File: config.mk
export PLATFORM = sky130hd
export DESIGN_NAME = befehlsSpeicher
export DESIGN_NICKNAME = d
export VERILOG_FILES = /design/src/dekoderPkg.sv /design/src/befehlsSpeicher.sv
export SDC_FILE = /design/constraint.sdc
export NUM_CORES = 2
export LEC_CHECK = 0
export BUFFER_PORTS_ARGS = -buffer_cell sky130_fd_sc_hd__buf_2
export CORE_MARGIN = 2
export CORE_UTILIZATION = 45
export CTS_CLUSTER_SIZE = 24
export DETAILED_ROUTE_END_ITERATION = 8
export PLACE_DENSITY = 0.58
export SYNTH_ARGS = -nofsm -noshare
export SYNTH_HDL_FRONTEND = slang
export SYNTH_SLANG_ARGS = --single-unit
File: constraint.sdc
create_clock -name Reset -period 6.2 [get_ports Reset]
set_input_delay 1.24 -clock Reset [delete_from_list [all_inputs] [get_ports Reset]]
set_output_delay 1.24 -clock Reset [all_outputs]
set_load 0.01 [all_outputs]
File: src/dekoderPkg.sv
package dekoderPkg;

    localparam int wortBreite    = 32;
    localparam int regAdrBreite  = 6;    // Bit 5 selects the float bank
    localparam int speicherTiefe = 64;

    // Opcodes that need their own handling
    localparam logic [5:0] loadCode   = 6'b111000;
    localparam logic [5:0] loadSCode  = 6'b111001;
    localparam logic [5:0] storeCode  = 6'b111010;
    localparam logic [5:0] storeSCode = 6'b111011;
    localparam logic [5:0] jregCode   = 6'b111100;
    localparam logic [5:0] bezCode    = 6'b111101;
    localparam logic [5:0] bnezCode   = 6'b111110;
    localparam logic [5:0] jalCode    = 6'b111111;
    localparam logic [5:0] jmpCode    = 6'b010000;
    localparam logic [5:0] addisCode  = 6'b110000;

    // Top opcode bits
    localparam logic [1:0] registerFormat  = 2'b00;
    localparam logic [1:0] jumpFormat      = 2'b01;
    localparam logic       immediateFormat = 1'b1;

    // Function field bits 5:4
    localparam logic [1:0] arithmetik = 2'b00;
    localparam logic [1:0] vergleich  = 2'b01;
    localparam logic [1:0] gleitkomma = 2'b10;
    localparam logic [1:0] vektor     = 2'b11;

    localparam logic [regAdrBreite-1:0] linkRegister = 6'd31;

    typedef enum logic [1:0] {
        holen      = 2'b00,
        dekodieren = 2'b01,
        ausfuehren = 2'b10,
        ruhe       = 2'b11
    } ablaufZustand;

endpackage

File: src/befehlsSpeicher.sv
`timescale 1ns/1ps

module befehlsSpeicher (
    input  logic                                       Reset,
    input  logic                                       ladeEnable,
    input  logic [$clog2(dekoderPkg::speicherTiefe)-1:0] ladeAdresse,
    input  logic [dekoderPkg::wortBreite-1:0]            ladeDaten,
    input  logic                                       holeStrobe,
    input  logic [$clog2(dekoderPkg::speicherTiefe)-1:0] befehlsAdresse,
    output logic [dekoderPkg::wortBreite-1:0]            befehl
);

    logic [dekoderPkg::wortBreite-1:0] speicher [dekoderPkg::speicherTiefe];

    // Loader port
    always_ff @(posedge Reset) begin
        if (ladeEnable) begin
            speicher[ladeAdresse] <= ladeDaten;
        end
    end

    // Word valid one cycle after the fetch pulse
    always_ff @(posedge Reset) begin
        if (holeStrobe) begin
            befehl <= speicher[befehlsAdresse];
        end
    end

endmodule

==> metrics.txt <==
Hold Path Class flop to flop; area share of the largest cell type after synthesis just under 80%; Max Cap Viol 0; DR iter-0 viols about 5400; VDD IR max 0.210 mV; Final #Nets roughly 3600; Final WS setup a little over 2000 ps; cell with the most instances after synthesis edfxtp_1; TritonCTS clock tree built; DR WL/cell 34.5 um; die area about 180000 um^2; Cells after Synth approximately 3300; Layout Skew 31.2 ps; IO buf count 78; Final HPWL DP about 120000 um; share of flip-flops with an asynchronous set or reset 0%; Yosys top cell by area edfxtp_1; outcome completed; RSZ-0062 raised after global routing false; Final ANT Viol Nets 0; Initial Util between 40% and 50%; layout cells sized above 1 about 30%; Syn. warnings 0; maximum clock rate approximately 240 MHz; gp weighted congestion 0.803; Final Setup Violations 0; CTS Buf Count roughly 200; postcts setup bufs 0; Hold Buf Count CTS 0; clk sinks roughly 2100; Pre-antenna DRT Iters 6; largest net degree at the start of global routing 80; vias in the first global route around 37000; root buffer cell clkbuf_16; initial antenna violation count 23; num ports approximately 80; number of synthesized register bits between 2000 and 2500; worst-margin pin slew 1230 ps; cell family with most CP delay buffers and inverters; CP Launch Type primary input; top_reg_cell synth edfxtp_1; final hold slack about 850 ps; Distinct cells, synth 33; Inst Count DP approximately 5700; row count roughly 150; most used cell, CP mux4_2; Clock Latency Late Sink 850 ps; core area approximately 170000 um^2; Worst Path Required just under 7000 ps; total grt overflow 0; H-tree depth 4; Design Power between 20 and 30 mW; Pwr per Cell Area ~330 nW/um^2; Final Hold Fails 0; Vias/cell slightly above 6; Max Slew Vio Count 0; Reg2Reg Setup Slack around 3500 ps; Synth area leaders edfxtp_1, mux4_2, mux2i_1, o22ai_1, nor2_1; DRC viols 0; clk slew on worst S/H paths 60 ps; Area growth syn-to-layout 13.5%; quantity of gates resized following cts 0; static leakage between 20 and 30 nW; setup TNS 0 ps; Die H around 420 um; Die W about 420 um; WL final 210000 um; Crit. End Element flop; CP cell instances buf_8, buf_12, buf_4, mux4_2, mux4_2, o22ai_1, nor2_1; Setup CP Type primary input to flop; Final period util 66.6%; mean post-synth cell area approximately 24 um^2; CP peak stage delay roughly 900 ps; EDFF count, synth between 2000 and 2500; Worst EP arrival approximately 4700 ps; DR vias 37100; mapped cell area around 80000 um^2; clk buf depth 3; GRT Overall Usage 23.6%; crit-path max FO 42; Final Critical Period about 4100 ps; Placement Setup Slack roughly 1200 ps; first-pass GRT wire length 292000 um; Finished Layout Cells just over 6000; Seq/Total Area, Yosys about four fifths; Mapped Nets roughly 3400; Synth top cells by count edfxtp_1, mux4_2, nor2_1; CP max stage cell o22ai_1; Worst Path Buf+Inv 3; max_slew headroom between 10% and 20%
-- path summary, 6_finish.rpt --
check                       startpoint              endpoint  depth (start not counted)
min reg2reg  speicher[13][4]$_DFFE_PP_   befehl[4]$_DFFE_PP_                          4
max reg2reg  speicher[7][13]$_DFFE_PP_  befehl[13]$_DFFE_PP_                          4
max                  befehlsAdresse[0]  befehl[13]$_DFFE_PP_                          7
min          speicher[13][4]$_DFFE_PP_   befehl[4]$_DFFE_PP_                          4
-- kinds of logic after synthesis --
family,after synthesis,share of synthesized area (%)
multiplexers,637,16.7
AO/OA/AOI/OAI,202,1.67
AND/OR/NAND/NOR,223,1.26
buffers and inverters,182,1.12
flip-flops,2080,79.2
-- layout by cell type, fill, tap and decap left out, types with 7 or more instances in the layout --
cell type	count
nand2_1	25
nand2b_1	7
a21oi_1	62
clkbuf_1	48
clkbuf_16	206
buf_2	74
a22oi_1	12
nor2_1	75
clkinv_1	53
nor2b_1	15
edfxtp_1	2080
mux2i_1	93
inv_6	8
bufinv_16	15
buf_4	147
o22ai_1	84
nor2_4	62
o221ai_1	27
mux4_2	544
buf_12	11
a311oi_1	8
clkinv_2	39
-- stage by stage --
step                      util (%)  instance area, um^2
after CTS                     51.4                89500
after global routing          51.4                89500
after detailed placement      47.7                83100
final                         51.4                89500
after global placement        47.7                83100
after floorplan                  -                78800
-- power by group --
| group | internal (mW) | switching (mW) |
|---|---|---|
| logic | 0.521 | 0.981 |
| clock network | 6.72 | 5.25 |
| registers | 15.6 | 0.0461 |
| total | 22.8 | 6.28 |
-- tightest hold or removal path, delay by kind of cell, from the launching register on --
kind | cells | cell delay, ps
muxes | 1 | 70
DFF | 1 | 320
and+or+nand+nor | 2 | 220
AOI/OAI and AO/OA | 1 | 110
-- final cells by class --
cell class	instances	area, um^2
Antenna cell	4	10.0
Clock buffer	254	5340
Clock inverter	125	1050
Fill cell	13400	84500
Multi-Input combinational cell	1062	16000
Sequential cell	2080	62500
Tap cell	2325	2910
Timing Repair Buffer	236	1750
-- state kept, by name, indices dropped and copies added (netlist names) --
| register | count |
|---|---|
| befehl | 32 |
| speicher | 2048 |
-- layer usage --
metal	global-route usage [%]	part of all wire (%)	vias up
met5	0	0.034	-
met2	36.1	47	1722
met3	5.55	9.2	274
met1	34.1	41	20300
met4	6.62	2.6	10
li1	-	-	14900
Note: power is estimated with default switching activity, not from simulation.
