**config.mk**
```make
export PLATFORM = sky130hd
export DESIGN_NAME = registerBank
export DESIGN_NICKNAME = d
export VERILOG_FILES = /design/src/dekoderPkg.sv /design/src/registerBank.sv
export SDC_FILE = /design/constraint.sdc
export NUM_CORES = 2
export LEC_CHECK = 0
export BUFFER_PORTS_ARGS = -buffer_cell sky130_fd_sc_hd__buf_2
export CORE_MARGIN = 5
export CORE_UTILIZATION = 45
export DETAILED_ROUTE_END_ITERATION = 12
export REMOVE_ABC_BUFFERS = 1
export SYNTH_ARGS = -nofsm -noshare
export SYNTH_HDL_FRONTEND = slang
export SYNTH_SLANG_ARGS = --single-unit
```
**constraint.sdc**
```tcl
create_clock -name Reset -period 162.2 [get_ports Reset]
set_input_delay 32.44 -clock Reset [delete_from_list [all_inputs] [get_ports Reset]]
set_output_delay 32.44 -clock Reset [all_outputs]
set_load 0.1 [all_outputs]
```
**src/dekoderPkg.sv**
```systemverilog
package dekoderPkg;

    localparam int wortBreite    = 32;
    localparam int regAdrBreite  = 6;    // Bit 5 selects the float bank
    localparam int speicherTiefe = 64;

    // Opcodes that need their own handling
    localparam logic [5:0] loadCode   = 6'b111000;
    localparam logic [5:0] loadSCode  = 6'b111001;
    localparam logic [5:0] storeCode  = 6'b111010;
    localparam logic [5:0] storeSCode = 6'b111011;
    localparam logic [5:0] jregCode   = 6'b111100;
    localparam logic [5:0] bezCode    = 6'b111101;
    localparam logic [5:0] bnezCode   = 6'b111110;
    localparam logic [5:0] jalCode    = 6'b111111;
    localparam logic [5:0] jmpCode    = 6'b010000;
    localparam logic [5:0] addisCode  = 6'b110000;

    // Top opcode bits
    localparam logic [1:0] registerFormat  = 2'b00;
    localparam logic [1:0] jumpFormat      = 2'b01;
    localparam logic       immediateFormat = 1'b1;

    // Function field bits 5:4
    localparam logic [1:0] arithmetik = 2'b00;
    localparam logic [1:0] vergleich  = 2'b01;
    localparam logic [1:0] gleitkomma = 2'b10;
    localparam logic [1:0] vektor     = 2'b11;

    localparam logic [regAdrBreite-1:0] linkRegister = 6'd31;

    typedef enum logic [1:0] {
        holen      = 2'b00,
        dekodieren = 2'b01,
        ausfuehren = 2'b10,
        ruhe       = 2'b11
    } ablaufZustand;

endpackage

```
**src/registerBank.sv**
```systemverilog
`timescale 1ns/1ps

module registerBank (
    input  logic                                Reset,
    input  logic                                DekodierSignal,
    input  logic [dekoderPkg::regAdrBreite-1:0] leseAdresse1,
    input  logic [dekoderPkg::regAdrBreite-1:0] leseAdresse2,
    input  logic                                schreiben,
    input  logic [dekoderPkg::regAdrBreite-1:0] schreibAdresse,
    input  logic [dekoderPkg::wortBreite-1:0]   schreibDaten,
    output logic [dekoderPkg::wortBreite-1:0]   leseWert1,
    output logic [dekoderPkg::wortBreite-1:0]   leseWert2
);

    // Integer bank 0..31, float bank 32..63
    logic [dekoderPkg::wortBreite-1:0] register [2**dekoderPkg::regAdrBreite];

    always_ff @(posedge Reset or posedge DekodierSignal) begin
        if (DekodierSignal) begin
            for (int i = 0; i < 2**dekoderPkg::regAdrBreite; i++) begin
                register[i] <= '0;
            end
        end else if (schreiben) begin
            register[schreibAdresse] <= schreibDaten;
        end
    end

    assign leseWert1 = register[leseAdresse1];
    assign leseWert2 = register[leseAdresse2];

endmodule

```
==> impl_metrics.tcl <==
set metrics [dict create \
    top_regs "register x2048" \
    ys_ff_latch 2048 \
    fillers 20100 \
    ir_worst_vdd_v 0.0000105 \
    post-route-min-period_ns 70.12 \
    setup_viol 0 \
    synthFlopType "dfrtp_1" \
    multi_input_area_sq_um 54900 \
    die_y_microns 502 \
    antenna_found_initial 34 \
    power.total_mw 1.39 \
    die_area_sq_um 252000 \
    initial_utilization 0.453 \
    worstMarginPinSlew_ns 1.34 \
    synth_top_family_by_area "multiplexers" \
    drive_gt1_frac 0.593 \
    core_sq_um 241000 \
    leakage_nw 52.9 \
    final_common_cell "mux2_2" \
    relSlewSlack 0.106 \
    synthesis.area_sq_um 109000 \
    hold_path_class "register to register" \
    seq_area_sq_um 51200 \
    cts_tree "done" \
    fin_tns_setup_ns 0 \
    first_iter_violations 6175 \
    cts_sinks 2048 \
    top_register "register" \
    row_count 180 \
    first_pass_iters 5 \
    worstSkewPairLatency_ns 0.85 \
    die_w_microns 502 \
    ys_top_cells_by_area "dfrtp_1 (47%), mux4_2 (24%), mux2_2 (22%)" \
    drv_slew 0 \
    synth_xor_area_frac 0 \
    num_vias 66400 \
    track_usage 0.287 \
    cts.reportedPaths.clkPinSlew_ns 0.05 \
    synthSimpleGateAreaFrac 0.0116 \
    synth_top_cell_by_area "dfrtp_1" \
    synth-compound-area-share 0.0164 \
    synth_fa_ha_area_frac 0 \
    ctsResizeCount 0 \
    largest_reg_flops 2048 \
    wl_mm 359 \
    vias_per_cell 6.74 \
    worstSetupEndpointType "output port" \
    skew_ns 0 \
    seq_area_frac_synth 0.470 \
    critical_path_arrival_ns 37.68 \
    cp-start-kind "input pin" \
    grt_start_max_net_pins 155 \
    num_io_pins 117 \
    grt_overflow_total 0 \
    final_area_sq_um 119000 \
    drc 0 \
    cts-root-buf "clkbuf_16" \
    grt_pass1_vias 69700 \
    gp_congestion 0.804 \
    ctsHoldBuffers 0 \
    final_cell_mix "mux2_2 (2086), dfrtp_1 (2048), mux4_2 (1164)" \
    wl_per_cell_microns 36.4 \
    ys_warn_count 0 \
    htreeDepth 4 \
    syn_avg_cell_area_sq_um 16.2 \
    status "finished, final reports clean" \
    fin_nets 6526 \
    postCtsSetupBuffers 0 \
    hpwl_mm 204 \
    rsz0062_at_grt "false" \
    ant_nets 0 \
    placed_area_sq_um 112000 \
    netlist-cell-type-count 42 \
    powerDensity_nw_per_um2 11.7 \
    final_core_util 0.496 \
    muxShareOfSynthArea 0.471 \
    synth-edff-count 0 \
    synth_top_area_frac 0.470 \
    syn2layout_area_growth_pct 9.55 \
    worstPathRequired_ns 129.76 \
    io_buffers 116 \
    post-route-period-util 0.432 \
    hold_viol 0 \
    cts_made_buffers 223 \
    criticalPathCategory "input pin to output port" \
    timing.fmax_ghz 0.0143 \
    syn_inst 6744 \
    maxCapViolCount 0 \
    synthArstFlopShare 1.00 \
    cts.path.max_buffers 3 \
    grt_first_pass_wirelength_mm 523 \
    critPathMaxFanout 41 \
]
layout make-up:
| cell class | instances | area share |
|---|---|---|
| Multi-Input combinational cell | 3932 | 0.460 |
| Tap cell | 3185 | 0.0334 |
| Sequential cell | 2048 | 0.429 |
| Inverter | 2 | 0.000126 |
| Antenna cell | 20 | 0.000419 |
| Timing Repair Buffer | 266 | 0.0157 |
| Clock buffer | 337 | 0.0554 |
| Clock inverter | 73 | 0.00569 |
final timing paths:
kind / startpoint / end / slack, ns / depth (start not counted)
max: leseAdresse1[0] / leseWert1[1] / 92.08 / 9
min: register[1651] / register[1651] / 0.52 / 1
max reg2reg: register[772] / register[772] / 161.39 / 1
min reg2reg: register[1651] / register[1651] / 0.52 / 1
max in group asynchronous: DekodierSignal / register[1353] / 126.44 / 6
min in group asynchronous: DekodierSignal / register[1555] / 31.72 / 2
where the power goes:
group | leakage (nW) | total, mW | switching [mW] | internal (mW)
logic | 22.1 | 0.254 | 0.117 | 0.137
registers | 27.2 | 0.630 | 0.0508 | 0.579
clock network | 3.63 | 0.510 | 0.217 | 0.293
through the flow:
step                cells  hold WS [ns]  setup slack [ns]
floorplan            5982         0.491             71.91
global placement     9433         0.500             92.00
detailed placement   9433         0.510             91.93
CTS                  9843         0.523             91.92
global route         9850         0.535             91.65
finish               9863         0.521             92.08
layer usage:
metal / wire [microns] / share of wire / vias up / track usage
li1: - / - / 25900 / -
met1: 151000 / 0.42 / 37300 / 0.400
met2: 170000 / 0.47 / 2571 / 0.454
met3: 23700 / 0.066 / 644 / 0.0511
met4: 14000 / 0.039 / 8 / 0.106
met5: 42 / 0.00012 / - / 0
Yosys cell counts, types with 41 or more instances:
master and n:
a21oi_1 52, buf_2 153, dfrtp_1 2048, nor2_1 64, buf_4 61, nand2_1 79, nor2b_1 41, mux4_2 1164
mux2_2 2086, mux2i_1 166, clkbuf_1 355, buf_1 185
cells by family (layout without fill, tap and decap cells):
family,Yosys count,in the layout
AOI/OAI and AO/OA,251,251
muxes,3416,3416
and+or+nand+nor,265,265
buffers and inverters,764,678
DFF,2048,2048
other,0,20
worst max-delay path, cell delays in order:
cell	delay (ns)
buf_8	0.35
buf_4	0.69
buf_4	0.75
buf_4	0.63
mux4_2	0.58
mux2_2	0.27
o21ai_0	0.71
o221ai_1	0.60
buf_2	0.47
No activity file was read; power rests on OpenSTA's default activity.
