## config.mk

```make
export PLATFORM = sky130hd
export DESIGN_NAME = ablaufSteuerung
export DESIGN_NICKNAME = d
export VERILOG_FILES = /design/src/dekoderPkg.sv /design/src/ablaufSteuerung.sv
export SDC_FILE = /design/constraint.sdc
export NUM_CORES = 1
export LEC_CHECK = 0
export ABC_CLOCK_PERIOD_IN_PS = 950
export BUFFER_PORTS_ARGS = -buffer_cell sky130_fd_sc_hd__buf_2
export CORE_AREA = 5 5 42 44
export CTS_CLUSTER_DIAMETER = 100
export DETAILED_ROUTE_END_ITERATION = 8
export DIE_AREA = 0 0 47 49
export GPL_TIMING_DRIVEN = 0
export PLACE_DENSITY = 0.33
export SLEW_MARGIN = 20
export SYNTH_ARGS = -nofsm -noshare
export SYNTH_HDL_FRONTEND = slang
export SYNTH_SLANG_ARGS = --single-unit
```

## constraint.sdc

```tcl
create_clock -name Reset -period 0.95 [get_ports Reset]
set_clock_uncertainty 0.1 [all_clocks]
set_input_delay 0.095 -clock Reset [delete_from_list [all_inputs] [get_ports Reset]]
set_output_delay 0.095 -clock Reset [all_outputs]
set_load 0.1 [all_outputs]
```

## src/dekoderPkg.sv

```systemverilog
package dekoderPkg;

    localparam int wortBreite    = 32;
    localparam int regAdrBreite  = 6;    // Bit 5 selects the float bank
    localparam int speicherTiefe = 64;

    // Opcodes that need their own handling
    localparam logic [5:0] loadCode   = 6'b111000;
    localparam logic [5:0] loadSCode  = 6'b111001;
    localparam logic [5:0] storeCode  = 6'b111010;
    localparam logic [5:0] storeSCode = 6'b111011;
    localparam logic [5:0] jregCode   = 6'b111100;
    localparam logic [5:0] bezCode    = 6'b111101;
    localparam logic [5:0] bnezCode   = 6'b111110;
    localparam logic [5:0] jalCode    = 6'b111111;
    localparam logic [5:0] jmpCode    = 6'b010000;
    localparam logic [5:0] addisCode  = 6'b110000;

    // Top opcode bits
    localparam logic [1:0] registerFormat  = 2'b00;
    localparam logic [1:0] jumpFormat      = 2'b01;
    localparam logic       immediateFormat = 1'b1;

    // Function field bits 5:4
    localparam logic [1:0] arithmetik = 2'b00;
    localparam logic [1:0] vergleich  = 2'b01;
    localparam logic [1:0] gleitkomma = 2'b10;
    localparam logic [1:0] vektor     = 2'b11;

    localparam logic [regAdrBreite-1:0] linkRegister = 6'd31;

    typedef enum logic [1:0] {
        holen      = 2'b00,
        dekodieren = 2'b01,
        ausfuehren = 2'b10,
        ruhe       = 2'b11
    } ablaufZustand;

endpackage

```

## src/ablaufSteuerung.sv

```systemverilog
`timescale 1ns/1ps

module ablaufSteuerung (
    input  logic Reset,
    input  logic DekodierSignal,
    input  logic laufen,
    output logic holeStrobe,
    output logic dekodierStrobe,
    output logic ausfuehrStrobe
);

    dekoderPkg::ablaufZustand zustand;

    always_ff @(posedge Reset or posedge DekodierSignal) begin
        if (DekodierSignal) begin
            zustand <= dekoderPkg::ruhe;
        end else begin
            case (zustand)
                dekoderPkg::holen:      zustand <= dekoderPkg::dekodieren;
                dekoderPkg::dekodieren: zustand <= dekoderPkg::ausfuehren;
                default: begin
                    // Current instruction always finishes before stopping
                    zustand <= laufen ? dekoderPkg::holen : dekoderPkg::ruhe;
                end
            endcase
        end
    end

    assign holeStrobe     = (zustand == dekoderPkg::holen);
    assign dekodierStrobe = (zustand == dekoderPkg::dekodieren);
    assign ausfuehrStrobe = (zustand == dekoderPkg::ausfuehren);

    strobesEinzeln: assert property (
        @(posedge Reset) disable iff (DekodierSignal)
        $onehot0({holeStrobe, dekodierStrobe, ausfuehrStrobe})
    );

    ausfuehrNachDekodieren: assert property (
        @(posedge Reset) disable iff (DekodierSignal)
        ausfuehrStrobe |-> $past(dekodierStrobe)
    );

endmodule

```

==> impl_metrics.json, run 1 <==
{
  "ys_types": 6,
  "synth_area_leader_cell": "dfstp_2",
  "start_util": 0.0607,
  "die_w_um": 47,
  "grt_pass1_wl_um": 489,
  "failed_checks": "negative setup slack",
  "finalSetupViolCount": 5,
  "yosys_warnings": 0,
  "end_kind": "output pin",
  "vias": 109,
  "die_height_um": 49,
  "syn_area_um2": 85.1,
  "synth-edff-count": 0,
  "grt_pass1_vias": 135,
  "syn_nets": 11,
  "area_growth_pct": 219,
  "top_register": "zustand",
  "fin_ws_ns": -0.359,
  "grt_setup_unrepaired": "yes",
  "core_area_um2": 1400,
  "critPathArrivalTime_ns": 1.11,
  "die-area_um2": 2300,
  "async_reset_ff_frac": 1.00,
  "synthTopCellsByArea": "dfstp_2 (62%), a21oi_1 (12%), nor2b_2 (10%), nor2b_1 (7.4%), inv_1 (4.4%)",
  "slew_headroom": 0.919,
  "hpwl_um": 187,
  "clock_sinks": 2,
  "max_freq_ghz": 0.764,
  "wl_per_cell_um": 8.03,
  "min_period_ns": 1.31,
  "layout-drive-gt1-share": 0.773,
  "critical_path_class": "reg -> out",
  "synth_top_area_share": 0.618,
  "syn_inst": 8,
  "clk_path_buf_depth": 2,
  "avgSynthCellArea_um2": 10.6,
  "ctsHtreeMaxLevel": 1,
  "gr-total-overflow": 0,
  "synth_seq_area_share": 0.618,
  "synth_flop_cell": "dfstp_2",
  "gp_congestion": 0.675,
  "clock_latency_ns": 0.23,
  "placed_area_um2": 150,
  "drtIter0Drc": 0,
  "worstHoldPathType": "in -> async",
  "n_fill_cell": 157,
  "ys_top_cells_by_count": "a21oi_1 (2), dfstp_2 (2)",
  "maxSlewViolCount": 0,
  "ioPinCount": 6,
  "cts_buffers": 3,
  "start_kind": "flop",
  "row_count": 14,
  "clockRootBuffer": "clkbuf_4",
  "layout.nets": 27,
  "tritoncts": "yes",
  "wl_um": 305,
  "clk_pin_slew_ns": 0.03,
  "insertedDiodeCount": 0,
  "crit_fanout": 3,
  "routed_via_density": 2.87,
  "antenna_found_initial": 0,
  "drt-pass1-iter-count": 1,
  "drv_cap": 0,
  "port_buffers": 5,
  "grt_max_degree": 4,
  "hold_violations": 0,
  "largest_register_ffs": 2,
  "antenna_left": 0,
  "worst_pin_slew_ns": 0.121,
  "final_cell_area_um2": 272,
  "required_ns": 0.75,
  "post-route-period-util": 1.38,
  "reg_top3": "zustand (2)",
  "synth-seq-cells": 2,
  "grt_use_total": 0.0402,
  "remaining_drc_errors": 0,
  "status": "finished, violations left"
}
==> metal layers <==
layer / vias to the layer above / part of all wire / GRT usage
met5: - / 0 / 0
met3: 2 / 0.17 / 0.0332
li1: 54 / - / -
met4: 0 / 0.046 / 0.0691
met1: 45 / 0.30 / 0.0286
met2: 8 / 0.48 / 0.0452
==> per-stage QoR <==
| stage | utilization | cells | hold WS [ns] | setup TNS [ns] | worst slack, ns |
|---|---|---|---|---|---|
| floorplan | - | 8 | -0.0935 | -1.53 | -0.450 |
| global placement | 0.107 | 29 | 0.0124 | -0.942 | -0.398 |
| detailed placement | 0.107 | 29 | 0.0242 | -1.01 | -0.420 |
| CTS | 0.191 | 38 | 0.341 | -1.12 | -0.384 |
| global route | 0.194 | 38 | 0.389 | -1.31 | -0.395 |
| finish | 0.194 | 38 | 0.339 | -1.08 | -0.359 |
==> worst paths after layout <==
| check | from | to | slack (ns) | depth (start not counted) |
|---|---|---|---|---|
| worst max-delay path | zustand[0] | dekodierStrobe | -0.36 | 2 |
| min in group Reset | laufen | zustand[0] | 0.46 | 3 |
| max in group asynchronous | DekodierSignal | zustand[1] | 0.39 | 3 |
| worst min-delay path | DekodierSignal | zustand[0] | 0.34 | 3 |
| worst min register to register | zustand[0] | zustand[0] | 0.55 | 2 |
| worst max register to register | zustand[1] | zustand[0] | -0.05 | 3 |
==> final cells by class <==
| cell class | count | area [um^2] | area share |
|---|---|---|---|
| Clock buffer | 3 | 22.5 | 0.0829 |
| Timing Repair Buffer | 11 | 124 | 0.456 |
| Inverter | 1 | 3.75 | 0.0138 |
| Sequential cell | 2 | 52.6 | 0.194 |
| Multi-Input combinational cell | 5 | 48.8 | 0.180 |
| Tap cell | 16 | 20.0 | 0.0737 |
==> cell families (layout without fill, tap and decap cells) <==
| family | Yosys count | after routing | synth area share |
|---|---|---|---|
| AOI/OAI and AO/OA | 2 | 2 | 0.118 |
| and+or+nand+nor | 3 | 3 | 0.221 |
| DFF | 2 | 2 | 0.618 |
| buffers and inverters | 1 | 15 | 0.0441 |
==> worst max-delay path, stage by stage (launching register included) <==
cell and delay (ns):
dfstp_2 0.52, nor2b_4 0.18, buf_12 0.18
==> cells in the final DEF (no fill, tap or decap) <==
master         count
dfstp_2            2
inv_1              1
buf_4              3
dlygate4sd3_1      2
buf_2              2
clkbuf_4           3
buf_6              1
a21oi_1            2
buf_12             3
nor2b_4            2
nor2_4             1
==> what timing repair did <==
item / 4_1_cts / 5_1_grt
endpoints found under the setup margin: 4 / 5
endpoints found under the hold margin: 4 / 0
hold buffers: 2 / 0
setup buffers: 4 / 0
resized for setup: 12 / 1
Power of run 1 is left out: the tool's default activity adds up to more than one toggle a clock period on the data nets, which glitch-free logic cannot reach.
==> run 2: changes to the inputs <==
--- a/config.mk
+++ b/config.mk
@@ -5,6 +5,7 @@
 export SDC_FILE = /design/constraint.sdc
 export NUM_CORES = 1
 export LEC_CHECK = 0
+export ABC_AREA = 1
 export ABC_CLOCK_PERIOD_IN_PS = 950
 export BUFFER_PORTS_ARGS = -buffer_cell sky130_fd_sc_hd__buf_2
 export CORE_AREA = 5 5 42 44
@@ -12,7 +13,7 @@
 export DETAILED_ROUTE_END_ITERATION = 8
 export DIE_AREA = 0 0 47 49
 export GPL_TIMING_DRIVEN = 0
-export PLACE_DENSITY = 0.33
+export PLACE_DENSITY = 0.34
 export SLEW_MARGIN = 20
 export SYNTH_ARGS = -nofsm -noshare
 export SYNTH_HDL_FRONTEND = slang
==> run 2 against run 1 <==
Effect of this change: the flow still finishes with violations (negative setup slack); die area unchanged; wire length decreased by 2.3%; via count increased by 9.2%; worst hold slack improved by 0.0066 ns; worst setup slack got worse by 0.043 ns; synthesized area increased by 15%; count of clock-buffer cells in the layout unchanged; critical endpoint is now holeStrobe; largest cell class unchanged.
==> impl_metrics.json, run 2 <==
{
  "status": "finished, violations left",
  "failed_checks": "negative setup slack",
  "use_met2": 0.0385,
  "cpMaxStageDelayCell": "dfstp_2",
  "cts_buffers": 3,
  "final_cell_mix": "nand2_1 (3), clkbuf_4 (3), buf_12 (3)",
  "worst_pin_slew_ns": 0.0994,
  "synth-edff-count": 0,
  "die_height_um": 49,
  "hpwl_um": 191,
  "end_kind": "output pin",
  "crit_chain": "inv_2, nand2_4, clkinvlp_4, buf_12",
  "clock_latency_ns": 0.22,
  "gr-total-overflow": 0,
  "drv_cap": 0,
  "avgSynthCellArea_um2": 6.97,
  "finalSetupViolCount": 4,
  "synth-seq-cells": 2,
  "synth_seq_area_share": 0.538,
  "grt_max_degree": 4,
  "row_count": 14,
  "drt-pass1-iter-count": 2,
  "wl_per_cell_um": 7.10,
  "ys_types": 5,
  "synthTopCellsByArea": "dfstp_2 (54%), inv_1 (19%), nand2_1 (19%), inv_2 (3.8%), nor2_1 (3.8%)",
  "syn_inst": 14,
  "yosys_warnings": 0,
  "grt_setup_unrepaired": "yes",
  "antenna_left": 0,
  "wl_um": 298,
  "max_freq_ghz": 0.740,
  "die_w_um": 47,
  "pre_cts_ws_ns": -0.363,
  "worstHoldPathType": "in -> async",
  "clk_pin_slew_ns": 0.03,
  "grt_pass1_vias": 138,
  "area_growth_pct": 185,
  "r2r_cells": 4,
  "final_core_util": 0.198,
  "reg2reg_to": "zustand[0]",
  "grt_use_total": 0.0373,
  "reg_top3": "zustand (2)",
  "reg2reg_slack_ns": -0.04,
  "gp_congestion": 0.726,
  "core_area_um2": 1400,
  "fin_ws_ns": -0.402,
  "vias": 119,
  "start_kind": "flop",
  "layout-drive-gt1-share": 0.731,
  "ys_top_cells_by_count": "inv_1 (5), nand2_1 (5), dfstp_2 (2)",
  "async_reset_ff_frac": 1.00,
  "synth_top_area_share": 0.538,
  "required_ns": 0.75,
  "post-route-period-util": 1.42,
  "ctsHtreeMaxLevel": 1,
  "start_util": 0.0696,
  "crit-reg2reg-launch": "zustand[0]",
  "critPathArrivalTime_ns": 1.16,
  "remaining_drc_errors": 0,
  "n_fill_cell": 157,
  "largest_register_ffs": 2,
  "hold_violations": 0,
  "grt_pass1_wl_um": 517,
  "syn_nets": 17,
  "ioPinCount": 6,
  "min_period_ns": 1.35,
  "maxSlewViolCount": 0,
  "crit_fanout": 3,
  "max_stage_delay_ns": 0.56,
  "critical_path_class": "reg -> out",
  "die-area_um2": 2300,
  "clk_path_buf_depth": 2,
  "insertedDiodeCount": 0,
  "top_register": "zustand",
  "synth_area_leader_cell": "dfstp_2",
  "layout.nets": 31,
  "clockRootBuffer": "clkbuf_4",
  "busiest_layer": "met4",
  "path_buf_inv": 3,
  "grt_use_met3": 0.0332,
  "slew_headroom": 0.934,
  "antenna_found_initial": 0,
  "clock_sinks": 2,
  "grtUsageMet1": 0.0330,
  "drtIter0Drc": 1,
  "syn_area_um2": 97.6,
  "tritoncts": "yes",
  "port_buffers": 5,
  "synth_flop_cell": "dfstp_2",
  "path_delay_family": "flip-flops",
  "routed_via_density": 2.83
}
## run 2: cell families after synthesis
group / after synthesis / share of synthesized area
buf+inv: 6 / 0.231
flops: 2 / 0.538
simple gates: 6 / 0.231
## run 2: area by class of cell
| cell class | instances | area, um^2 | area share |
|---|---|---|---|
| flip-flops and latches | 2 | 52.6 | 0.189 |
| inverters | 6 | 32.5 | 0.117 |
| well taps | 16 | 20.0 | 0.0721 |
| clock buffers | 3 | 22.5 | 0.0811 |
| multi-input cells | 6 | 45.0 | 0.162 |
| repair buffers | 9 | 105 | 0.378 |
## run 2: routing by layer
layer | wire [um] | share of wire
met3 | 28 | 0.094
met5 | 0 | 0
met1 | 129 | 0.43
met4 | 0 | 0
met2 | 140 | 0.47
## run 2: through the flow
stage	TNS, ns	area [um^2]	hold slack [ns]	std cells
global placement	-0.921	163	0.0199	35
finish	-1.18	278	0.346	42
detailed placement	-0.952	163	0.0257	35
global route	-1.37	278	0.366	42
CTS	-1.17	260	0.340	41
floorplan	-0.894	118	-0.0935	14
## run 2: worst min-delay path: cells and delay by family
| kind | cells | cell delay [ns] |
|---|---|---|
| buffers and inverters | 3 | 0.72 |
## run 2: worst max path at each step
| stage | startpoint | to | slack, ns | cells after the start |
|---|---|---|---|---|
| floorplan | zustand[0] | holeStrobe | -0.32 | 3 |
| global placement | zustand[0] | dekodierStrobe | -0.36 | 3 |
| detailed placement | zustand[0] | dekodierStrobe | -0.36 | 3 |
| CTS | zustand[1] | dekodierStrobe | -0.42 | 4 |
| global route | zustand[0] | holeStrobe | -0.46 | 4 |
| finish | zustand[0] | holeStrobe | -0.40 | 4 |
## run 2: repair_timing
action                     4_1_cts  5_1_grt
hold buffers                     2        0
setup endpoints to repair        3        3
setup buffers                    1        1
gates resized for setup         13        2
gates cloned                     0        0
hold endpoints to repair         4        0
Power of run 2 is left out for the same reason.
==> run 3: changes to the inputs <==
--- a/config.mk
+++ b/config.mk
@@ -10,9 +10,9 @@
 export BUFFER_PORTS_ARGS = -buffer_cell sky130_fd_sc_hd__buf_2
 export CORE_AREA = 5 5 42 44
 export CTS_CLUSTER_DIAMETER = 100
+export CTS_CLUSTER_SIZE = 20
 export DETAILED_ROUTE_END_ITERATION = 8
 export DIE_AREA = 0 0 47 49
-export GPL_TIMING_DRIVEN = 0
 export PLACE_DENSITY = 0.34
 export SLEW_MARGIN = 20
 export SYNTH_ARGS = -nofsm -noshare
==> run 3 against run 2 <==
Effect of this change: the run still ends with negative setup slack left; cell area grew 6.8%; sequential share of layout area shrank 1.2 points; register-to-register slack is essentially flat; global-route usage shrank 0.068 points; die area is the same; core utilization grew 1.3 points; critical path depth is the same; worst setup slack lost 0.028 ns; first-iteration DRC count is the same; wire length shrank 4.7%; via count grew 8.4%; flip-flop and latch count is the same; critical endpoint is now ausfuehrStrobe; largest cell class unchanged.
==> impl_metrics.json, run 3 (synthesis gave the netlist of run 2 again) <==
{
  "vias": 129,
  "insertedDiodeCount": 0,
  "layout.nets": 34,
  "reg_top3": "zustand (2)",
  "start_kind": "flop",
  "max_stage_delay_ns": 0.54,
  "die_w_um": 47,
  "hold_violations": 0,
  "highest_layer": "met3",
  "largest_register_ffs": 2,
  "antenna_left": 0,
  "wl_um": 284,
  "clk_pin_slew_ns": 0.03,
  "wl_met2_um": 121,
  "required_ns": 0.75,
  "post-route-period-util": 1.45,
  "hpwl_um": 214,
  "remaining_drc_errors": 0,
  "core_area_um2": 1400,
  "slew_headroom": 0.865,
  "grt_max_degree": 4,
  "die_height_um": 49,
  "worstHoldPathType": "in -> async",
  "worst_pin_slew_ns": 0.203,
  "drtIter0Drc": 1,
  "clk_path_buf_depth": 2,
  "drv_cap": 0,
  "area_growth_pct": 204,
  "finalSetupViolCount": 4,
  "crit-reg2reg-launch": "zustand[1]",
  "crit_fanout": 3,
  "antenna_found_initial": 0,
  "end_kind": "output pin",
  "final_cell_mix": "clkbuf_4 (3), buf_6 (3), buf_4 (3)",
  "final_core_util": 0.212,
  "ctsHtreeMaxLevel": 1,
  "final.setup.tns_ns": -1.27,
  "clock_sinks": 2,
  "cpMaxStageDelayCell": "dfstp_2",
  "port_buffers": 5,
  "routed_via_density": 2.87,
  "gr-total-overflow": 0,
  "routed-wl-met3_um": 46,
  "min_period_ns": 1.38,
  "placed_area_um2": 223,
  "critPathArrivalTime_ns": 1.18,
  "layout-drive-gt1-share": 0.793,
  "wl_met1_um": 116,
  "r2r_cells": 4,
  "status": "finished, violations left",
  "gp_congestion": 0.709,
  "reg2reg_slack_ns": -0.04,
  "final_cell_area_um2": 297,
  "fin_ws_ns": -0.429,
  "cts_buffers": 3,
  "ioPinCount": 6,
  "grt_use_total": 0.0366,
  "critical_path_class": "reg -> out",
  "start_util": 0.0696,
  "wl_per_cell_um": 6.31,
  "tritoncts": "yes",
  "max_freq_ghz": 0.725,
  "clock_latency_ns": 0.22,
  "grt_pass1_vias": 136,
  "drt-pass1-iter-count": 2,
  "maxSlewViolCount": 0,
  "top_register": "zustand",
  "reg2reg_to": "zustand[0]",
  "clockRootBuffer": "clkbuf_4",
  "failed_checks": "negative setup slack",
  "die-area_um2": 2300,
  "grt_pass1_wl_um": 531,
  "row_count": 14,
  "crit_chain": "inv_4, buf_6, nor2_4, buf_12",
  "grt_setup_unrepaired": "yes"
}
## run 3: changes by cell type in the layout (fill, tap and decap cells not counted)
cell / before / now
buf_6: 0 / 3
nand2_2: 0 / 2
buf_12: 3 / 2
buf_4: 2 / 3
nand2_1: 3 / 2
nand2_4: 2 / 1
## run 3: repair_timing
| item | 4_1_cts | 5_1_grt |
|---|---|---|
| cloned | 0 | 0 |
| endpoints found under the setup margin | 4 | 5 |
| hold endpoints to repair | 4 | 0 |
| resized for setup | 3 | 4 |
| pin swaps | 0 | 2 |
| hold buffers | 2 | 0 |
| setup buffers | 0 | 1 |
## run 3: cell type report
type | instances | area [um^2]
Fill cell | 158 | 1100
Timing Repair Buffer | 12 | 126
Tap cell | 16 | 20.0
Inverter | 6 | 32.5
Clock buffer | 3 | 22.5
Sequential cell | 2 | 52.6
Multi-Input combinational cell | 6 | 42.5
## run 3: how the worst max path moves through the flow
stage,from,endpoint,slack [ns],cells past startpoint
4_1_cts,zustand[0],dekodierStrobe,-0.44,4
6_report,zustand[1],ausfuehrStrobe,-0.43,4
3_3_place_gp,zustand[1],holeStrobe,-0.24,4
5_1_grt,zustand[1],ausfuehrStrobe,-0.47,4
3_5_place_dp,zustand[1],holeStrobe,-0.25,4
2_1_floorplan,zustand[0],holeStrobe,-0.32,3
## run 3: per-stage QoR
step           worst slack, ns  hold slack, ns  instances
5_1_grt                 -0.467           0.389         45
3_3_place_gp            -0.239          0.0230         39
3_5_place_dp            -0.250          0.0262         39
4_1_cts                 -0.443           0.341         44
2_1_floorplan           -0.316         -0.0935         14
6_report                -0.429           0.345         45
## run 3: critical path: cells and delay by family, from the launching register on
family,cells,cell delay (ns)
AND/OR/NAND/NOR,1,0.09
flip-flops,1,0.54
buffers and inverters,3,0.34
## run 3: routing by layer
layer	GRT usage	up-vias
met1	0.0419	54
li1	-	69
met2	0.0339	6
met3	0.0221	0
met5	0	-
met4	0.0553	0
Power of run 3 is left out for the same reason.
