===== src/dekoderPkg.sv =====
package dekoderPkg;

    localparam int wortBreite    = 32;
    localparam int regAdrBreite  = 6;    // Bit 5 selects the float bank
    localparam int speicherTiefe = 64;

    // Opcodes that need their own handling
    localparam logic [5:0] loadCode   = 6'b111000;
    localparam logic [5:0] loadSCode  = 6'b111001;
    localparam logic [5:0] storeCode  = 6'b111010;
    localparam logic [5:0] storeSCode = 6'b111011;
    localparam logic [5:0] jregCode   = 6'b111100;
    localparam logic [5:0] bezCode    = 6'b111101;
    localparam logic [5:0] bnezCode   = 6'b111110;
    localparam logic [5:0] jalCode    = 6'b111111;
    localparam logic [5:0] jmpCode    = 6'b010000;
    localparam logic [5:0] addisCode  = 6'b110000;

    // Top opcode bits
    localparam logic [1:0] registerFormat  = 2'b00;
    localparam logic [1:0] jumpFormat      = 2'b01;
    localparam logic       immediateFormat = 1'b1;

    // Function field bits 5:4
    localparam logic [1:0] arithmetik = 2'b00;
    localparam logic [1:0] vergleich  = 2'b01;
    localparam logic [1:0] gleitkomma = 2'b10;
    localparam logic [1:0] vektor     = 2'b11;

    localparam logic [regAdrBreite-1:0] linkRegister = 6'd31;

    typedef enum logic [1:0] {
        holen      = 2'b00,
        dekodieren = 2'b01,
        ausfuehren = 2'b10,
        ruhe       = 2'b11
    } ablaufZustand;

endpackage


===== src/befehlsZaehler.sv =====
`timescale 1ns/1ps

module befehlsZaehler (
    input  logic                              Reset,
    input  logic                              DekodierSignal,
    input  logic                              ausfuehrStrobe,
    input  logic [dekoderPkg::wortBreite-1:0] IDaten,
    input  logic [dekoderPkg::wortBreite-1:0] quellWert1,
    input  logic                              RelativerSprung,
    input  logic                              AbsoluterSprung,
    input  logic                              BedingterSprungBefehl,
    input  logic                              Sprungbedingung,
    output logic [dekoderPkg::wortBreite-1:0] programmZaehler,
    output logic [dekoderPkg::wortBreite-1:0] rueckAdresse,
    output logic                              sprungGenommen
);

    logic bedingungErfuellt;
    logic relativNehmen;

    // bez tests for zero, bnez for nonzero
    assign bedingungErfuellt = Sprungbedingung ? (quellWert1 == '0) : (quellWert1 != '0);
    assign relativNehmen     = RelativerSprung && (!BedingterSprungBefehl || bedingungErfuellt);

    assign sprungGenommen = relativNehmen || AbsoluterSprung;
    assign rueckAdresse   = programmZaehler + 32'd4;

    always_ff @(posedge Reset or posedge DekodierSignal) begin
        if (DekodierSignal) begin
            programmZaehler <= '0;
        end else if (ausfuehrStrobe) begin
            if (relativNehmen) begin
                programmZaehler <= programmZaehler + IDaten;
            end else if (AbsoluterSprung) begin
                programmZaehler <= quellWert1;   // jreg
            end else begin
                programmZaehler <= rueckAdresse;
            end
        end
    end

    zaehlerAusgerichtet: assert property (
        @(posedge Reset) disable iff (DekodierSignal)
        ausfuehrStrobe |=> (programmZaehler[1:0] == 2'b00)
    );

endmodule


===== config.mk =====
export PLATFORM = sky130hd
export DESIGN_NAME = befehlsZaehler
export DESIGN_NICKNAME = d
export VERILOG_FILES = /design/src/dekoderPkg.sv /design/src/befehlsZaehler.sv
export SDC_FILE = /design/constraint.sdc
export NUM_CORES = 1
export LEC_CHECK = 0
export ABC_AREA = 1
export BUFFER_PORTS_ARGS = -buffer_cell sky130_fd_sc_hd__buf_2
export CORE_UTILIZATION = 55
export CTS_CLUSTER_DIAMETER = 100
export CTS_CLUSTER_SIZE = 12
export DETAILED_ROUTE_END_ITERATION = 8
export GPL_TIMING_DRIVEN = 0
export PLACE_DENSITY = 0.82
export SLEW_MARGIN = 20
export SYNTH_ARGS = -nofsm -noshare
export SYNTH_HDL_FRONTEND = slang
export SYNTH_SLANG_ARGS = --single-unit

===== constraint.sdc =====
create_clock -name Reset -period 4.15 [get_ports Reset]
set_clock_uncertainty 0.1 [all_clocks]
set_input_delay 0.415 -clock Reset [delete_from_list [all_inputs] [get_ports Reset]]
set_output_delay 0.415 -clock Reset [all_outputs]
set_load 0.005 [all_outputs]

==> results.toml, run 1 <==
[timing]
rsz0062_at_grt = "no"
whs_ns = 0.105
setup_slack_ns = 1.53
min_period_over_period = 0.632
slew_viol_final = 0
fin_setup_tns_ns = 0
tightest_slew_ns = 0.714
relSlewSlack = 0.523
fin_crit_ns = 2.62
hold_viol_final = 0
fmax_mhz = 382
setup_viol = 0

[logic_synthesis]
syn_inst = 1025
synth_xor_area_frac = 0.0624
syn-cell-area_um2 = 5390
synth_nets = 1129
yosys-top-cells-count = "nand2_1 (507), inv_1 (130), nor2_1 (122)"
synth_top_area_frac = 0.353
synth_seq_area_share = 0.148
synth_warnings = 0
synth-compound-area-share = 0.0450
yosys_most_used_dff = "dfrtp_1"
ys_types = 35
muxShareOfSynthArea = 0
avgSynthCellArea_um2 = 5.26
async_flop_share = 1.00
synth_top_family_by_area = "simple AND/OR/NAND/NOR gates"
synth_edf_count = 0
synth_most_common_cell = "nand2_1"
netlist.top_cell.by_area = "nand2_1"
synthTopCellsByArea = "nand2_1 (35%), dfrtp_1 (15%), inv_1 (9.0%)"
synth_seq_cells = 32
synth_fa_ha_area_frac = 0.0780
yosys.area_share.simple = 0.545

[route]
highest_layer = "met4"
totalWireLength_mm = 19.0
first_iter_violations = 414
postRouteAntennaNets = 0
drc_errors = 0
wl_met3_mm = 1.61
wire_per_inst_um = 14.7
dr.pass1.iters = 7
wl_met1_mm = 8.29
viasPerCell = 5.10
vias = 6603
wl_met2_mm = 8.64

[clocking]
cts.hold.buffers_added = 0
clock_latency_ns = 0.30
cts_sinks = 32
cts_setup_buffers = 0
cts_tree = "built"
cts.repair.resized = 0
path_clk_slew_ns = 0.09
h-tree-depth = 2
clockBufferDepth = 2
cts_buffers = 5
clockRootBuffer = "clkbuf_8"

[place]
dp_hpwl_mm = 15.9
place.gp.congestion = 1.01
io_buffers = 133
dpl_cell_area_um2 = 6220
dp_cells = 1287
dp_slack_ns = 1.48

[final_layout]
postLayoutCellArea_um2 = 6350
layout-area-overhead-vs-synth_pct = 17.7
final_core_util = 0.677
layout.cells.non_filler = 1295
reg_top3 = "programmZaehler: 32 flops"
nFillCells = 1004
drive_gt1_frac = 0.154
multi_input_area_um2 = 3940
seqCellArea_um2 = 801
largest_register = "programmZaehler"
final_nets = 1269
largest_reg_flops = 32
antenna-diode-count = 0

[floorplan]
initial_core_util = 0.575
die_height_um = 101
std_cell_rows = 35
pin_count = 136
die_w_um = 101
dieArea_um2 = 10200
core_um2 = 9370

[setup_path]
reg2reg_depth = 13
reg2reg_from = "programmZaehler[0]"
startpoint_type = "flop"
crit_fanout = 5
crit_required_ns = 4.29
path_class = "reg -> reg"
r2r_slack_ns = 1.53
crit_path_end_kind = "flop"
crit_arrival_ns = 2.76
rr_endpoint = "programmZaehler[28]"

[global_routing]
grt_antenna_before_repair = 0
grt_pass1_vias = 6046
grt_max_degree = 33
globalRouteTotalUtil = 0.390
grt_first_pass_wirelength_mm = 30.0
grt_overflow_total = 0

[status]
status = "finished, final reports clean"

[pwr]
peakVddDrop_uv = 192
leakagePower_nw = 3.83
totalPowerFinal_mw = 2.45
powerDensity_nw_per_um2 = 386

[run]
cap_violations = 0

[min_path]
holdCritPathClass = "in -> async"
[worst max path at each step]
stage | startpoint | to | slack (ns)
2_1_floorplan | IDaten[0] | programmZaehler[12] | 1.99
3_5_place_dp | IDaten[0] | programmZaehler[28] | 1.48
6_report | programmZaehler[0] | programmZaehler[28] | 1.53
5_1_grt | programmZaehler[0] | programmZaehler[16] | 1.33
4_1_cts | programmZaehler[24] | programmZaehler[30] | 1.56
3_3_place_gp | IDaten[0] | programmZaehler[28] | 1.51
[cells by family after synthesis]
group | after synthesis
flip-flops | 32
AO/OA/AOI/OAI | 47
buffers and inverters | 154
XOR/XNOR | 35
AND/OR/NAND/NOR | 724
adder cells (fa/ha/maj) | 33
[worst max-delay path: stages (launching register included)]
cell,delay [ns]
dfrtp_1,0.42
ha_1,0.29
fa_1,0.53
nand3_1,0.13
nand3_1,0.21
nand3_1,0.13
nand3_1,0.12
nand2_1,0.15
nand2_1,0.07
nand2_1,0.06
nand2_1,0.09
nor2_1,0.13
nor2_1,0.05
nor2_1,0.07
[layout by cell type (no fill, tap or decap), types with 7 or more instances in the layout]
| cell type | synthesis | routed |
|---|---|---|
| dfrtp_1 | 32 | 32 |
| ha_1 | 32 | 32 |
| a21oi_1 | 27 | 27 |
| nand2_1 | 507 | 507 |
| xor2_1 | 13 | 13 |
| xnor2_1 | 18 | 18 |
| clkbuf_8 | 2 | 9 |
| buf_2 | 3 | 136 |
| nand3b_1 | 9 | 9 |
| and2_1 | 7 | 7 |
| nor2_1 | 122 | 122 |
| nand4_1 | 10 | 10 |
| inv_1 | 130 | 129 |
| o21ai_0 | 10 | 10 |
| clkbuf_1 | 7 | 7 |
| o21ai_1 | 7 | 7 |
| nand3_1 | 42 | 42 |
[cell type report]
| cell class | count | area share |
|---|---|---|
| Clock buffer | 7 | 0.0152 |
| Multi-Input combinational cell | 839 | 0.621 |
| Timing Repair Buffer | 133 | 0.105 |
| Clock inverter | 1 | 0.00473 |
| Tap cell | 129 | 0.0254 |
| Buffer | 21 | 0.0241 |
| Inverter | 133 | 0.0787 |
| Sequential cell | 32 | 0.126 |
[routing by layer]
layer  track usage  vias to the layer above
li1              -                     3381
met1         0.517                     2890
met2         0.652                      298
met3        0.0513                       34
met4         0.129                        0
met5             0                        -
[where the power goes]
part	switching [mW]	leakage (nW)	internal [mW]
sequential	0.177	0.390	0.380
clock	0.137	0.0645	0.212
combinational	0.955	3.38	0.592
total	1.27	3.83	1.18
Note: power is estimated with default switching activity, not from simulation.
==> run 2, diff against run 1 <==
--- a/config.mk
+++ b/config.mk
@@ -7,12 +7,12 @@
 export LEC_CHECK = 0
 export ABC_AREA = 1
 export BUFFER_PORTS_ARGS = -buffer_cell sky130_fd_sc_hd__buf_2
-export CORE_UTILIZATION = 55
+export CORE_UTILIZATION = 50
 export CTS_CLUSTER_DIAMETER = 100
 export CTS_CLUSTER_SIZE = 12
 export DETAILED_ROUTE_END_ITERATION = 8
 export GPL_TIMING_DRIVEN = 0
-export PLACE_DENSITY = 0.82
+export PLACE_DENSITY = 0.79
 export SLEW_MARGIN = 20
 export SYNTH_ARGS = -nofsm -noshare
 export SYNTH_HDL_FRONTEND = slang
==> constraint.sdc (replaced) <==
create_clock -name Reset -period 2.3 [get_ports Reset]
set_clock_uncertainty 0.1 [all_clocks]
set_input_delay 0.23 -clock Reset [delete_from_list [all_inputs] [get_ports Reset]]
set_output_delay 0.23 -clock Reset [all_outputs]
set_load 0.005 [all_outputs]
==> results.toml, run 2 (same netlist as run 1, synthesis figures left out) <==
[place]
dp_hpwl_mm = 16.2
io_buffers = 133
place.gp.congestion = 0.999

[setup_path]
crit_required_ns = 1.97
startpoint_type = "flop"
path_class = "reg -> out"
reg2reg_depth = 13
r2r_slack_ns = 0.10
crit_fanout = 6
reg2reg_from = "programmZaehler[0]"
crit_path_start = "programmZaehler[11]"
crit_arrival_ns = 1.88
crit_path_end_kind = "output port"
rr_endpoint = "programmZaehler[30]"

[run]
cap_violations = 0

[timing]
slew_viol_final = 0
hold_viol_final = 0
rsz0062_at_grt = "yes"
min_period_over_period = 0.961
setup_viol = 0
fin_crit_ns = 2.21
fmax_mhz = 452
relSlewSlack = 0.510
tightest_slew_ns = 0.733

[final_layout]
largest_register = "programmZaehler"
largest_reg_flops = 32
final_core_util = 0.681
antenna-diode-count = 0
drive_gt1_frac = 0.246
final_cell_mix = "nand2_1 (494), buf_2 (136), inv_1 (129)"
seqCellArea_um2 = 833
multi_input_area_um2 = 4410
final_nets = 1297
layout-area-overhead-vs-synth_pct = 31.0
reg_top3 = "programmZaehler: 32 flops"
final_common_cell = "nand2_1"
nFillCells = 1051

[clocking]
cts_tree = "built"
clockRootBuffer = "clkbuf_8"
clock_latency_ns = 0.30
clockBufferDepth = 2
cts_buffers = 5
h-tree-depth = 2
cts_sinks = 32
path_clk_slew_ns = 0.09

[global_routing]
grt_overflow_total = 0
grt_first_pass_wirelength_mm = 30.3
globalRouteTotalUtil = 0.355
grt_pass1_vias = 5992
grt_max_degree = 33
grt_antenna_before_repair = 0

[route]
dr.pass1.iters = 5
wire_per_inst_um = 15.2
viasPerCell = 5.14
first_iter_violations = 611
totalWireLength_mm = 20.2
postRouteAntennaNets = 0
drc_errors = 0
vias = 6837

[floorplan]
dieArea_um2 = 11200
pin_count = 136
std_cell_rows = 37
core_um2 = 10400
die_height_um = 106
die_w_um = 106
initial_core_util = 0.520

[min_path]
holdCritPathClass = "in -> reg"
hold_end = "programmZaehler[21]"
hp-start = "ausfuehrStrobe"
hold_depth = 4

[pwr]
peakVddDrop_uv = 325
leakagePower_nw = 3.98
powerDensity_nw_per_um2 = 683
totalPowerFinal_mw = 4.82

[status]
status = "finished, final reports clean"
-- run 2: cell count changes in the layout (fill, tap and decap cells not counted), sizes merged --
cell,delta
bufinv,-1
buf,+27
clkbuf,-2
clkinv,+1
dlygate4sd3,+1
clkinvlp,+2
-- run 2: timing repair --
| action | CTS | global route |
|---|---|---|
| gates resized for setup | 21 | 80 |
| buffers inserted | 1 | 26 |
| hold buffers | 1 | 0 |
| hold endpoints to repair | 32 | 0 |
| pin swaps | 1 | 10 |
| setup endpoints to repair | 15 | 28 |
| gates cloned | 0 | 0 |
-- run 2: worst max path at each step --
stage | to | slack, ns
finish | rueckAdresse[19] | 0.09
global route | programmZaehler[24] | -0.05
CTS | programmZaehler[28] | 0.005
detailed placement | programmZaehler[16] | -0.29
global placement | programmZaehler[16] | -0.29
floorplan | programmZaehler[12] | 0.15
-- run 2: power breakdown --
group          switching (mW)  total, mW  leakage, nW  internal, mW
clock network           0.264      0.479       0.0404         0.215
registers               0.334       1.04        0.360         0.710
logic                    1.90       3.30         3.58          1.40
total                    2.49       4.82         3.98          2.33
-- run 2: area by class of cell --
type	instances	share of cell area
multi-input cells	839	0.625
repair buffers	161	0.128
flip-flops and latches	32	0.118
inverters	133	0.0707
well taps	136	0.0241
plain buffers	21	0.0216
clock buffers	5	0.00974
clock inverters	3	0.00337
-- run 2: worst max-delay path: stages, from the launching register on --
cell	delay (ns)
dfrtp_2	0.48
nand2_1	0.09
nor2_1	0.16
nand2_1	0.12
nor2_4	0.18
nand3b_1	0.14
inv_1	0.08
nand2_1	0.06
and2_1	0.15
buf_2	0.12
-- run 2: metal layers --
| metal | up-vias | wire, µm | global-route usage |
|---|---|---|---|
| met5 | - | 0 | 0 |
| met1 | 3012 | 8200 | 0.467 |
| li1 | 3452 | - | - |
| met4 | 0 | 741 | 0.119 |
| met3 | 47 | 1880 | 0.0291 |
| met2 | 326 | 9350 | 0.608 |
-- run 2: through the flow --
stage / area (µm²) / instances / hold WS (ns) / setup TNS [ns] / setup slack (ns)
3_5_place_dp: 6230 / 1294 / 0.302 / -1.57 / -0.295
3_3_place_gp: 6230 / 1294 / 0.438 / -1.51 / -0.294
2_1_floorplan: 5390 / 1025 / 0.246 / 0 / 0.153
6_report: 7060 / 1330 / 0.146 / 0 / 0.0890
5_1_grt: 7060 / 1330 / 0.150 / -0.120 / -0.0511
4_1_cts: 6480 / 1304 / 0.143 / 0 / 0.00463
==> run 3, diff against run 2 <==
--- a/config.mk
+++ b/config.mk
@@ -13,6 +13,7 @@
 export DETAILED_ROUTE_END_ITERATION = 8
 export GPL_TIMING_DRIVEN = 0
 export PLACE_DENSITY = 0.79
+export REMOVE_ABC_BUFFERS = 1
 export SLEW_MARGIN = 20
 export SYNTH_ARGS = -nofsm -noshare
 export SYNTH_HDL_FRONTEND = slang
==> results.toml, run 3 (same netlist as run 1, synthesis figures left out) <==
[route]
vias = 6636
dr.pass1.iters = 5
drc_errors = 0
first_iter_violations = 558
postRouteAntennaNets = 0
totalWireLength_mm = 18.1
viasPerCell = 5.12
wire_per_inst_um = 14.0

[place]
dp_cells = 1276
place.gp.congestion = 0.927
dp_hpwl_mm = 14.1
io_buffers = 135

[pwr]
powerDensity_nw_per_um2 = 682
leakagePower_nw = 3.83
peakVddDrop_uv = 276

[timing]
fmax_mhz = 448
tightest_slew_ns = 0.903
fin_setup_tns_ns = 0
relSlewSlack = 0.397
fin_crit_ns = 2.23
slew_viol_final = 0
setup_viol = 0
hold_viol_final = 0
min_period_over_period = 0.971
rsz0062_at_grt = "yes"

[setup_path]
crit_path_end_kind = "flop"
path_class = "reg -> reg"
reg2reg_depth = 10
cp_top_family = "simple AND/OR/NAND/NOR gates"
startpoint_type = "flop"
crit_arrival_ns = 2.32
crit_buf_inv = 0
cpPeakStageDelay_ns = 0.43
crit_fanout = 5
r2r_slack_ns = 0.07
rr_endpoint = "programmZaehler[12]"
crit_slowest_cell = "dfrtp_1"
path_cells = "ha_4, fa_2, nand3_2, nand3_4, nand3_1, nand3_2, xor2_1, or2_1, nand3_1, nand2_1"
reg2reg_from = "programmZaehler[0]"
crit_required_ns = 2.38

[clocking]
clockBufferDepth = 2
h-tree-depth = 2
cts_buffers = 5
path_clk_slew_ns = 0.08
cts_tree = "built"
clock_latency_ns = 0.29
clockRootBuffer = "clkbuf_8"
cts_sinks = 32

[floorplan]
std_cell_rows = 37
dieArea_um2 = 11200
pin_count = 136
initial_core_util = 0.520
die_w_um = 106
die_height_um = 106
core_um2 = 10400

[global_routing]
grt_overflow_total = 0
grt_antenna_before_repair = 0
grt_first_pass_wirelength_mm = 27.4
grt_max_degree = 36
globalRouteTotalUtil = 0.309
grt_pass1_vias = 5663

[run]
cap_violations = 0

[min_path]
hp-start = "quellWert1[1]"
hold_depth = 5
hold_end = "programmZaehler[1]"
holdCritPathClass = "in -> reg"

[final_layout]
final_nets = 1263
seqCellArea_um2 = 827
final_cell_mix = "nand2_1 (496), buf_2 (135), inv_1 (129)"
multi_input_area_um2 = 4380
layout.cells.non_filler = 1296
reg_top3 = "programmZaehler: 32 flops"
drive_gt1_frac = 0.227
nFillCells = 1011
largest_reg_flops = 32
antenna-diode-count = 0
layout-area-overhead-vs-synth_pct = 25.4
final_common_cell = "nand2_1"
largest_register = "programmZaehler"

[status]
status = "finished, final reports clean"
-- run 3: cell count changes in the layout (fill, tap and decap cells not counted), moves of 3 or more --
cell	delta
buf_6	-4
clkbuf_1	-7
ha_4	-3
dfrtp_1	+5
dfrtp_2	-5
buf_4	-18
-- run 3: timing repair --
item                                    4_1_cts  5_1_grt
pin swaps                                     1        3
endpoints found under the setup margin        6       32
hold endpoints to repair                     32        0
resized for setup                             5       87
cloned                                        0        0
setup buffers                                 4        7
hold buffers                                  1        0
-- run 3: worst max-delay path by stage --
stage / cells after the start / slack, ns / start / end
finish: 10 / 0.07 / programmZaehler[0] / programmZaehler[12]
global route: 13 / -0.06 / programmZaehler[2] / programmZaehler[29]
CTS: 12 / 0.001 / programmZaehler[17] / programmZaehler[28]
detailed placement: 12 / -0.26 / programmZaehler[0] / programmZaehler[16]
global placement: 13 / -0.86 / quellWert1[25] / programmZaehler[24]
floorplan: 12 / 0.10 / quellWert1[27] / programmZaehler[19]
-- run 3: where the power goes --
| group | leakage (nW) | switching [mW] | internal [mW] |
|---|---|---|---|
| registers | 0.366 | 0.356 | 0.706 |
| logic | 3.41 | 1.82 | 1.28 |
| clock network | 0.0479 | 0.242 | 0.211 |
| total | 3.83 | 2.42 | 2.19 |
-- run 3: area by class of cell --
| cell class | count | area share |
|---|---|---|
| tap | 136 | 0.0252 |
| timing repair buffer | 148 | 0.118 |
| clock inverter | 3 | 0.00278 |
| clock buffer | 5 | 0.0102 |
| sequential | 32 | 0.122 |
| multi-input combinational | 839 | 0.648 |
| inverter | 133 | 0.0738 |
-- run 3: worst reg2reg max path, cell delays in order, from the launching register on --
cell and delay (ns):
dfrtp_1 0.43, ha_4 0.20, fa_2 0.42, nand3_2 0.11
nand3_4 0.10, nand3_1 0.11, nand3_2 0.12, xor2_1 0.17
or2_1 0.24, nand3_1 0.07, nand2_1 0.06
-- run 3: stage by stage --
step	hold WS [ns]	setup WS, ns	util	instance area (µm²)	power [mW]
global placement	0.422	-0.864	0.587	6090	3.62
CTS	0.171	0.00102	0.604	6260	4.15
detailed placement	0.280	-0.256	0.590	6120	3.67
floorplan	0.240	0.101	-	5240	2.74
global route	0.223	-0.0648	0.652	6760	5.00
finish	0.177	0.0663	0.652	6760	4.61
-- run 3: routing by layer --
metal / track usage / share of wire / up-vias
li1: - / - / 3380
met1: 0.436 / 0.43 / 2945
met2: 0.512 / 0.47 / 277
met3: 0.0204 / 0.077 / 34
met4: 0.0734 / 0.021 / 0
met5: 0 / 0 / -
